File: config.mk
export PLATFORM = sky130hd
export DESIGN_NAME = cmd_seq_encoder
export DESIGN_NICKNAME = d
export VERILOG_FILES = /design/src/hw/cmd_seq_pkg.sv /design/src/hw/cmd_seq_encoder.sv
export SDC_FILE = /design/constraint.sdc
export NUM_CORES = 1
export LEC_CHECK = 0
export BUFFER_PORTS_ARGS = -buffer_cell sky130_fd_sc_hd__buf_4
export CORE_AREA = 5 5 42 44
export CTS_CLUSTER_DIAMETER = 60
export DETAILED_ROUTE_END_ITERATION = 10
export DIE_AREA = 0 0 47 49
export PLACE_DENSITY = 0.3
export SKIP_CTS_REPAIR_TIMING = 1
export SLEW_MARGIN = 25
export SYNTH_ARGS = -nofsm -noshare
export SYNTH_HDL_FRONTEND = slang
export SYNTH_SLANG_ARGS = --single-unit
File: constraint.sdc
create_clock -name CMD_CLK_IN -period 1 [get_ports CMD_CLK_IN]
set_clock_uncertainty 0.1 [all_clocks]
set_input_delay 0.1 -clock CMD_CLK_IN [delete_from_list [all_inputs] [get_ports CMD_CLK_IN]]
set_output_delay 0.1 -clock CMD_CLK_IN [all_outputs]
set_load 0.01 [all_outputs]
File: src/hw/cmd_seq_pkg.sv
/*
 * command sequencer shared types: field widths, line codes,
 * configuration and bit strobe structs, bus register map
 */
package cmd_seq_pkg;

    typedef logic [7:0]  cmd_byte_t;  // bus data and memory byte
    typedef logic [15:0] cmd_len_t;   // bit count or bit index
    typedef logic [31:0] cmd_rep_t;   // repeat count

    // line code of the command output
    typedef enum logic [1:0] {
        LINE_NRZ        = 2'd0,
        LINE_NRZ_ALT    = 2'd1,  // same as plain level
        LINE_MAN_IEEE   = 2'd2,  // inverted bit first
        LINE_MAN_THOMAS = 2'd3   // bit first, then inverted
    } line_mode_t;

    // sequencer configuration, 84 bits
    typedef struct packed {
        logic       en_ext_start;
        logic       dis_cmd_pulse;
        line_mode_t line_mode;
        cmd_len_t   cmd_size;
        cmd_len_t   start_repeat;
        cmd_len_t   stop_repeat;
        cmd_rep_t   repeat_count;
    } cmd_seq_conf_t;

    // one bit handed from the sequencer to the encoder
    typedef struct packed {
        logic valid;
        logic data;
        logic section_start;  // first bit of a repeated section
    } cmd_bit_t;

    // byte addresses on the bus
    localparam int REG_SOFT_RST  = 0;
    localparam int REG_START     = 1;
    localparam int REG_CONF      = 2;
    localparam int REG_CMD_SIZE  = 3;   // 2 bytes
    localparam int REG_REPEAT    = 5;   // 4 bytes
    localparam int REG_START_REP = 9;   // 2 bytes
    localparam int REG_STOP_REP  = 11;  // 2 bytes
    localparam int MEM_BASE      = 16;

    // conf byte bit positions
    localparam int CONF_EN_EXT_START  = 0;
    localparam int CONF_LINE_MODE_LO  = 1;
    localparam int CONF_DIS_CMD_PULSE = 4;

endpackage

File: src/hw/cmd_seq_encoder.sv
/*
 * line encoder: plain level or two-cycle manchester symbols,
 * bit pacing for the sequencer and the section start pulse
 */
module cmd_seq_encoder
    import cmd_seq_pkg::*;
(
    input  logic       CMD_CLK_IN,
    input  logic       RST_CMD_CLK,
    input  cmd_bit_t   bit_out,
    input  line_mode_t line_mode,
    input  logic       dis_cmd_pulse,
    output logic       bit_adv,
    output logic       cmd_data,
    output logic       cmd_start_flag
);

    logic man;    // two cycles per bit
    logic phase;  // 0 first half, 1 second half
    logic level;

    assign man = (line_mode == LINE_MAN_IEEE) || (line_mode == LINE_MAN_THOMAS);

    always_ff @(posedge CMD_CLK_IN) begin
        if (RST_CMD_CLK) begin
            phase <= 1'b0;
        end else if (bit_out.valid && man) begin
            phase <= !phase;
        end else begin
            phase <= 1'b0;
        end
    end

    assign bit_adv = man ? phase : 1'b1;  // last cycle of the bit period

    always_comb begin
        case (line_mode)
            LINE_MAN_IEEE:   level = phase ? bit_out.data : !bit_out.data;
            LINE_MAN_THOMAS: level = phase ? !bit_out.data : bit_out.data;
            default:         level = bit_out.data;  // nrz, both codes
        endcase
    end

    always_ff @(posedge CMD_CLK_IN) begin
        if (RST_CMD_CLK) begin
            cmd_data       <= 1'b0;
            cmd_start_flag <= 1'b0;
        end else begin
            cmd_data       <= bit_out.valid && level;  // line idles low
            // first cycle of the section's first bit only
            cmd_start_flag <= bit_out.valid && bit_out.section_start &&
                              !phase && !dis_cmd_pulse;
        end
    end

    // sequencer must hold a bit for both halves of a manchester symbol
    assert property (@(posedge CMD_CLK_IN) disable iff (RST_CMD_CLK)
        (bit_out.valid && man && !phase) |=> bit_out.valid)
        else $error("bit dropped in the middle of a manchester symbol");

endmodule

==> flow_summary.toml <==
[run_status]
outcome = "finished, violations left"
violations = "hold timing, setup timing"

[logic_synthesis]
avgSynthCellArea_um2 = 9.80
yosysTopAreaCell = "dfxtp_1"
yosysWarnings = 0
synth_area_leaders = "dfxtp_1, nand2b_1, a31o_1"
syn_area_um2 = 118
ys_ff_latch = 3
ys_seq_area_frac = 0.511
synth_top_area_frac = 0.511
synthesis.instances = 12
synth_nets = 20
synth_cell_type_count = 8

[setup_path]
worstReg2RegEnd = "cmd_data"
critical_path_class = "flip-flop to output port"
worst-endpoint-arrival_ns = 0.91
r2r_setup_slack_ns = 0
worst-path-max-fanout = 2
r2r_cells = 3
crit_required_ns = 0.80
end_kind = "output port"
start_kind = "flip-flop"
rr_startpoint = "phase"

[clock_tree]
clk_pin_slew_ns = 0.04
cts-root-buf = "clkbuf_4"
cts_buffer_depth = 2
worstSkewPairLatency_ns = 0.24
cts.sinks = 3
cts_tree = "built"
htree_num_levels = 1
numCtsBuffers = 3

[floorplan]
fp.dieW_um = 47
coreArea_um2 = 1400
start_util = 0.0839
ioPinCount = 11
die_h_um = 49
die-area_um2 = 2300
std_cell_rows = 14

[placement]
post-dp-hpwl_um = 270
routabilityCongestion = 0.727
io_buffers = 10

[layout]
drive_above_1_share = 0.593
n_antenna_cell = 0
final_util = 0.188
final_nets = 36
n_fill_cell = 161
area_growth_pct = 123

[timing]
max_freq_mhz = 898
min_period_ns = 1.11
worst_pin_slew_ns = 0.236
maxSlewHeadroom = 0.840
hold_viol = 1
timing.final.max_slew_violations = 0
tns_ns = -0.114
whs_ns = -0.0713
setup_violations = 2
setup_ws_ns = -0.114
fin_crit_sh = 1.11
rsz0062_at_grt = "true"

[worst_hold_path]
hold_depth = 2
hp-class = "primary input to flip-flop"
min_to = "cmd_start_flag"
min-delay-start = "dis_cmd_pulse"

[grt]
grt_max_degree = 5
antenna_found_initial = 0
grt_usage = 0.0443
grt_pass1_vias = 156
grt_first_pass_wirelength_um = 586
gr-total-overflow = 0

[power_and_ir_drop]
leakagePower_uw = 0.000119
peakVddDrop_v = 0.000281
power.density_nw_per_um2 = 1560
totalPowerFinal_uw = 409

[routing]
vias = 141
route.detailed.drc = 0
wl_per_cell_um = 8.67
postRouteAntennaNets = 0
drt_iter0_drc = 0
wirelength_um = 373
via_per_inst = 3.28
firstDrtPassIters = 1

[run]
cap_violations = 0
-- synth_stat cells --
master and instances:
dfxtp_1 3, nand2b_1 2, nor2_1 2, a211oi_1 1, a31o_1 1, inv_1 1
nor4b_1 1, xnor2_1 1
-- layout by cell type, fill, tap and decap left out --
cell type  n
nor4b_1    1
clkbuf_4   3
nand2b_4   1
clkbuf_1   1
xnor2_1    1
buf_4      9
dfxtp_2    1
nor2_1     2
a31o_1     1
a211oi_1   1
buf_6      2
nand2b_1   1
inv_1      1
dfxtp_1    2
-- state kept, by name (all words and copies together) (netlist names) --
| name | flops |
|---|---|
| cmd_data | 1 |
| cmd_start_flag | 1 |
| phase | 1 |
-- where the power goes --
part,switching (µW),internal [µW]
combinational,21.0,39.3
clock,71.3,150
sequential,2.10,125
-- worst max-delay path by stage --
| stage | startpoint | to | slack, ns | cells past startpoint |
|---|---|---|---|---|
| 2_1_floorplan | phase | cmd_data | 0.06 | 3 |
| 3_3_place_gp | phase | cmd_data | 0.006 | 3 |
| 3_5_place_dp | phase | cmd_data | 0.02 | 3 |
| 4_1_cts | phase | bit_adv | -0.19 | 3 |
| 5_1_grt | phase | bit_adv | -0.14 | 3 |
| 6_report | phase | bit_adv | -0.11 | 3 |
-- worst max-delay path, stage by stage (launching register included) --
cell and delay (ns):
dfxtp_2 0.32, buf_6 0.11, nand2b_4 0.13, buf_6 0.12
-- cells by family (layout without fill, tap and decap cells) --
| kind of cell | count (synthesis) | in the layout | synth area share |
|---|---|---|---|
| DFF | 3 | 3 | 0.511 |
| buffers and inverters | 1 | 16 | 0.0319 |
| xor gates and xnor gates | 1 | 1 | 0.0745 |
| and+or+nand+nor | 5 | 5 | 0.245 |
| AOI/OAI and AO/OA | 2 | 2 | 0.138 |
-- layout make-up --
| type | count | area [µm²] | area share |
|---|---|---|---|
| clock buffer | 4 | 26.3 | 0.100 |
| inverter | 1 | 3.75 | 0.0143 |
| multi-input combinational | 8 | 61.3 | 0.233 |
| sequential | 3 | 61.3 | 0.233 |
| tap | 16 | 20.0 | 0.0762 |
| timing repair buffer | 11 | 90.1 | 0.343 |
-- per-layer routing --
metal / track usage / routed length, µm / vias to the layer above
met5: 0 / 0 / -
met1: 0.0417 / 182 / 55
li1: - / - / 71
met3: 0.0369 / 67 / 2
met2: 0.0362 / 105 / 13
met4: 0.0829 / 17 / 0
-- through the flow --
step | instance area [µm²] | instances | setup slack [ns]
after CTS | 246 | 43 | -0.188
after global placement | 220 | 39 | 0.00570
final | 263 | 43 | -0.114
after global routing | 263 | 43 | -0.145
after detailed placement | 220 | 39 | 0.0155
after floorplan | 118 | 12 | 0.0609
(Power assumes the default switching activity.)
