File: config.mk
export PLATFORM = sky130hd
export DESIGN_NAME = cmd_seq_ctrl
export DESIGN_NICKNAME = d
export VERILOG_FILES = /design/src/hw/cmd_seq_pkg.sv /design/src/hw/cmd_seq_ctrl.sv
export SDC_FILE = /design/constraint.sdc
export NUM_CORES = 1
export LEC_CHECK = 0
export BUFFER_PORTS_ARGS = -buffer_cell sky130_fd_sc_hd__buf_2
export CAP_MARGIN = 10
export CORE_ASPECT_RATIO = 0.75
export CORE_MARGIN = 1.5
export CORE_UTILIZATION = 54
export CTS_BUF_LIST = sky130_fd_sc_hd__clkbuf_8
export DETAILED_ROUTE_END_ITERATION = 16
export HOLD_SLACK_MARGIN = 0.05
export PLACE_DENSITY = 0.77
export SYNTH_ARGS = -nofsm -noshare
export SYNTH_HDL_FRONTEND = slang
export SYNTH_SLANG_ARGS = --single-unit
File: constraint.sdc
create_clock -name CMD_CLK_IN -period 3.8 [get_ports CMD_CLK_IN]
set_input_delay 0.57 -clock CMD_CLK_IN [delete_from_list [all_inputs] [get_ports CMD_CLK_IN]]
set_output_delay 0.57 -clock CMD_CLK_IN [all_outputs]
set_load 0.01 [all_outputs]
File: src/hw/cmd_seq_pkg.sv
/*
 * command sequencer shared types: field widths, line codes,
 * configuration and bit strobe structs, bus register map
 */
package cmd_seq_pkg;

    typedef logic [7:0]  cmd_byte_t;  // bus data and memory byte
    typedef logic [15:0] cmd_len_t;   // bit count or bit index
    typedef logic [31:0] cmd_rep_t;   // repeat count

    // line code of the command output
    typedef enum logic [1:0] {
        LINE_NRZ        = 2'd0,
        LINE_NRZ_ALT    = 2'd1,  // same as plain level
        LINE_MAN_IEEE   = 2'd2,  // inverted bit first
        LINE_MAN_THOMAS = 2'd3   // bit first, then inverted
    } line_mode_t;

    // sequencer configuration, 84 bits
    typedef struct packed {
        logic       en_ext_start;
        logic       dis_cmd_pulse;
        line_mode_t line_mode;
        cmd_len_t   cmd_size;
        cmd_len_t   start_repeat;
        cmd_len_t   stop_repeat;
        cmd_rep_t   repeat_count;
    } cmd_seq_conf_t;

    // one bit handed from the sequencer to the encoder
    typedef struct packed {
        logic valid;
        logic data;
        logic section_start;  // first bit of a repeated section
    } cmd_bit_t;

    // byte addresses on the bus
    localparam int REG_SOFT_RST  = 0;
    localparam int REG_START     = 1;
    localparam int REG_CONF      = 2;
    localparam int REG_CMD_SIZE  = 3;   // 2 bytes
    localparam int REG_REPEAT    = 5;   // 4 bytes
    localparam int REG_START_REP = 9;   // 2 bytes
    localparam int REG_STOP_REP  = 11;  // 2 bytes
    localparam int MEM_BASE      = 16;

    // conf byte bit positions
    localparam int CONF_EN_EXT_START  = 0;
    localparam int CONF_LINE_MODE_LO  = 1;
    localparam int CONF_DIS_CMD_PULSE = 4;

endpackage

File: src/hw/cmd_seq_ctrl.sv
/*
 * sequencer FSM with bit index and pass counters,
 * one-bit-ahead memory addressing and the current byte shift register
 */
module cmd_seq_ctrl
    import cmd_seq_pkg::*;
#(
    parameter int CMD_MEM_SIZE = 2048
) (
    input  logic                            CMD_CLK_IN,
    input  logic                            RST_CMD_CLK,
    input  cmd_seq_conf_t                   conf,
    input  logic                            seq_start,
    input  logic                            soft_rst,
    input  logic                            cmd_ext_start_flag,
    input  cmd_byte_t                       mem_rd_data,
    input  logic                            bit_adv,
    output logic [$clog2(CMD_MEM_SIZE)-1:0] mem_rd_addr,
    output cmd_bit_t                        bit_out,
    output logic                            busy
);

    localparam int AW = $clog2(CMD_MEM_SIZE);

    typedef enum logic [1:0] {
        SEQ_IDLE,
        SEQ_FETCH,
        SEQ_SEND
    } seq_state_t;

    seq_state_t state;
    cmd_len_t   cnt_nxt;    // index of the bit after the one on bit_out
    cmd_rep_t   pass;       // pass that cnt_nxt belongs to, from 1
    logic       nxt_done;   // cnt_nxt is past the last bit
    logic       cur_sec;
    cmd_byte_t  shreg;      // current bit at the msb

    cmd_len_t   mid_last;
    cmd_len_t   last_idx;
    cmd_len_t   after_idx;
    cmd_len_t   fetch_idx;
    cmd_rep_t   r_eff;
    cmd_rep_t   after_pass;
    logic       wrap;
    logic       after_done;
    logic       nxt_sec;
    logic       adv;
    logic       go;

    assign r_eff    = (conf.repeat_count == '0) ? cmd_rep_t'(1) : conf.repeat_count;
    assign mid_last = conf.cmd_size - conf.stop_repeat - 16'd1;  // end of middle section
    assign last_idx = conf.cmd_size - 16'd1;

    // successor of cnt_nxt in the stream
    assign wrap       = (cnt_nxt == mid_last) && (pass < r_eff);
    assign after_idx  = wrap ? conf.start_repeat : cnt_nxt + 16'd1;
    assign after_pass = wrap ? pass + 32'd1 : pass;
    assign after_done = !wrap && (cnt_nxt == last_idx);

    // section start: bit S in every pass, except pass 1 when S is 0
    assign nxt_sec = (cnt_nxt == conf.start_repeat) &&
                     (conf.start_repeat != '0 || pass != cmd_rep_t'(1));

    assign adv = (state == SEQ_FETCH) || (state == SEQ_SEND && bit_adv);
    assign go  = !busy && (seq_start || (cmd_ext_start_flag && conf.en_ext_start));

    // mem_rd_data must hold the byte of cnt_nxt at every advance edge.
    // when advancing this cycle the next load is the bit after cnt_nxt
    always_comb begin
        if (state == SEQ_IDLE || nxt_done) begin
            fetch_idx = '0;
        end else if (adv && !after_done) begin
            fetch_idx = after_idx;
        end else begin
            fetch_idx = cnt_nxt;
        end
    end

    assign mem_rd_addr = AW'(fetch_idx >> 3);

    always_ff @(posedge CMD_CLK_IN) begin
        if (RST_CMD_CLK || soft_rst) begin
            state    <= SEQ_IDLE;
            busy     <= 1'b0;
            cnt_nxt  <= '0;
            pass     <= cmd_rep_t'(1);
            nxt_done <= 1'b0;
            cur_sec  <= 1'b0;
        end else begin
            case (state)
                SEQ_IDLE: begin
                    if (go) begin
                        state    <= SEQ_FETCH;
                        busy     <= 1'b1;
                        cnt_nxt  <= '0;
                        pass     <= cmd_rep_t'(1);
                        nxt_done <= 1'b0;
                    end else begin
                        busy <= 1'b0;  // one cycle after the last bit
                    end
                end
                SEQ_FETCH, SEQ_SEND: begin
                    if (adv) begin
                        if (nxt_done) begin
                            state <= SEQ_IDLE;
                        end else begin
                            state    <= SEQ_SEND;
                            cnt_nxt  <= after_idx;
                            pass     <= after_pass;
                            nxt_done <= after_done;
                            cur_sec  <= nxt_sec;
                        end
                    end
                end
                default: state <= SEQ_IDLE;
            endcase
        end
    end

    // reload on a byte boundary and after a jump back
    always_ff @(posedge CMD_CLK_IN) begin
        if (adv && !nxt_done) begin
            if (cnt_nxt[2:0] == 3'd0 || cnt_nxt == conf.start_repeat) begin
                shreg <= mem_rd_data << cnt_nxt[2:0];
            end else begin
                shreg <= {shreg[6:0], 1'b0};
            end
        end
    end

    assign bit_out.valid         = (state == SEQ_SEND);
    assign bit_out.data          = shreg[7];
    assign bit_out.section_start = cur_sec;

    // busy must cover every presented bit
    assert property (@(posedge CMD_CLK_IN) disable iff (RST_CMD_CLK)
        !busy |-> !bit_out.valid)
        else $error("bit presented while sequencer idle");

endmodule

==> summary.md <==
| Metric | Value |
|---|---|
| Status | finished with violations |
| Failing checks | setup timing |
| Multi-input gate area | between 5000 and 6000 µm² |
| Design Area, Final | 9210 µm² |
| Iter 0 DRT Violations | 838 |
| Leakage | 4.25 nW |
| Crit path time final | roughly 4.3 ns |
| GRT busiest layer | met2 |
| Layout cell share with drive strength beyond 1 | 0.278 |
| 1st-pass router iterations | 6 |
| Commonest non-fill, non-tap cells in the layout | buf_4 (153), buf_2 (106), inv_1 (65) |
| Max-slew violation count | 0 |
| Area Growth Syn to Fin | 31.6% |
| Pre-CTS setup slack | -0.675 ns |
| Compound-Gate Fraction of Synth Area | 0.243 |
| Die ar. | ~14000 µm² |
| IR Drop Worst-Case VDD | 0.164 mV |
| Final Hold Fails | 0 |
| Ys Warns | 0 |
| Seq/Total Area, Yosys | 0.186 |
| Setup CP Type | in -> out |
| Htree depth | 3 |
| Unrepaired setup endpoints after global routing | true |
| Cell count after synthesis | 946 |
| Largest net degree at the start of global routing | 36 |
| Max cap viols | 0 |
| Commonest non-fill, non-tap cell in the layout | buf_4 |
| Met1 Usage GRT | 0.493 |
| Post-route ant nets | 0 |
| Post-Synth Simple-Gate Area | 0.294 |
| Final critical-path share of the clock period | 1.14 |
| Largest family of logic cells by synthesized area | simple AND/OR/NAND/NOR gates |
| Die width | ~130 µm |
| Vias in the first global route | 7493 |
| CP Capture Type | output pin |
| Register area | roughly 1300 µm² |
| Die Y | between 100 and 150 µm |
| Root Driver | clkbuf_8 |
| Initial antenna violation count | 0 |
| CTS Buffer Depth | 2 |
| Setup-failing EPs final | 11 |
| Post-synth EDFFs | 8 |
| Synth cell types | 73 |
| Via Count | 8309 |
| Grt ovf | 0 |
| HP Class | in -> reg |
| First-pass GRT wire length | 37200 µm |
| GRT Util Overall | 0.342 |
| Antenna cell count | 0 |
| DPL Wire Length | roughly 18000 µm |
| NumNets Final | 1332 |
| Gpl congestion | 0.970 |
| Post-Syn Nets | about 1100 |
| Crit-path max FO | 7 |
| Final worst slack | -0.545 ns |
| Avg Cell Area, Syn | between 7 and 8 µm² |
| Via-to-Cell Ratio | ~6.2 |
| Post-synthesis xor/xnor area fraction | 0.0758 |
| Area after DPL | roughly 8700 µm² |
| Hold_buf cts | 0 |
| Ys async rst share | 0 |
| Synth Flop Type | dfxtp_1 |
| TritonCTS clock tree | yes |
| Clk_lat worst skew | roughly 0.35 ns |
| Seq cells post-synth | 61 |
| Mapped cell area | 7000 µm² |
| Least-Margin Pin Slew | roughly 0.74 ns |
| Final WL | between 20000 and 25000 µm |
| Std cell rows | 35 |
| Slew headroom | 0.505 |
| WL per Instance | 17.6 µm |
| TritonCTS Sinks | between 60 and 70 |
| IO Pins | ~110 |
| Mux contribution to synthesized area | 0.0295 |
| Post-synthesis adder-cell area fraction | 0.103 |
| Clock-pin slew on the worst setup and hold paths | around 0.07 ns |
| Worst EP required | between 3 and 4 ns |
| Initial Util | 0.561 |
| Critical Path AT | around 3.8 ns |
| Worst clock skew | a little over 0.01 ns |
| Routing usage on met2 | 0.525 |
| CP Launch Type | primary input |
| Fmax | about 230 MHz |
| TritonCTS Buffers | 9 |
| DRC Markers | 0 |
| Pwr dens | between 200 and 250 nW/µm² |
| Met3 Use GR | 0.0611 |
| Core outline area | approximately 12000 µm² |
| Port buffer count | 109 |
| FILL cells | around 950 |
## report_power, final
group          leakage (nW)  switching [mW]  internal, mW
combinational          3.63           0.370         0.322
sequential            0.501         0.00374         0.662
clock                 0.119           0.273         0.383
total                  4.25           0.647          1.37
## cell usage after synthesis, types with 35 or more instances
library cell / number / area share
nand2_1: 63 / 0.034
nand3_1: 38 / 0.027
ha_1: 56 / 0.10
clkbuf_1: 39 / 0.021
nor2_1: 61 / 0.033
nor3_1: 37 / 0.026
dfxtp_1: 53 / 0.15
inv_1: 64 / 0.034
o211ai_1: 35 / 0.038
xor2_1: 36 / 0.045
o21ai_0: 58 / 0.041
a21oi_1: 63 / 0.045
## metal layers
metal  part of all wire  routed length (µm)
met1               0.45               10700
met2               0.43               10200
met3               0.10                2450
met4              0.017                 398
met5                  0                   0
## cell families (layout without fill, tap and decap cells)
| family | Yosys count | count (layout) |
|---|---|---|
| adders and majority gates | 57 | 57 |
| xor gates and xnor gates | 59 | 59 |
| muxes | 19 | 19 |
| DFF | 61 | 61 |
| AOI/OAI and AO/OA | 258 | 258 |
| buffers and inverters | 118 | 354 |
| and+or+nand+nor | 374 | 374 |
## what timing repair did
action                                  4_1_cts  5_1_grt
endpoints found under the setup margin       21       20
cloned                                        1        0
pin swaps                                    13        8
buffers inserted                              7        5
gates resized for setup                      15       22
## worst paths after layout
kind / startpoint / to / slack (ns) / cells past startpoint
setup / recovery: conf[32] / mem_rd_addr[8] / -0.54 / 17
hold / removal: conf[50] / cnt_nxt[2] / 0.48 / 3
setup reg to reg: pass[11] / pass[23] / 0.22 / 16
hold reg to reg: cur_sec / cur_sec / 0.51 / 2
## registers in the layout, indices dropped and copies added (netlist names)
name and count:
busy 1, cnt_nxt 16, cur_sec 1, nxt_done 1, pass 32, shreg 8
state 2
## layout make-up
| class | instances | share of cell area |
|---|---|---|
| Multi-Input combinational cell | 767 | 0.579 |
| Clock buffer | 10 | 0.0149 |
| Inverter | 64 | 0.0269 |
| Clock inverter | 6 | 0.00883 |
| Sequential cell | 61 | 0.141 |
| Timing Repair Buffer | 274 | 0.206 |
| Tap cell | 166 | 0.0225 |
## stage by stage
step	utilization	hold slack (ns)	power, mW	cells	TNS [ns]
floorplan	-	0.458	1.02	946	-0.909
global placement	0.700	0.482	1.32	1319	-13.51
detailed placement	0.700	0.477	1.33	1319	-17.92
CTS	0.729	0.475	1.99	1343	-5.24
global route	0.738	0.502	2.09	1348	-6.47
finish	0.738	0.484	2.01	1348	-5.34
## critical path, cell delays in order
cell	delay [ns]
buf_8	0.10
inv_8	0.04
ha_4	0.13
fa_2	0.43
xor2_1	0.16
or3_4	0.40
nor4bb_4	0.29
and4_1	0.22
nand4_1	0.09
buf_6	0.16
nor4b_4	0.21
buf_6	0.17
buf_12	0.14
a21oi_2	0.04
o211a_1	0.20
a221o_1	0.27
buf_2	0.14
Note: power is estimated with default switching activity, not from simulation.
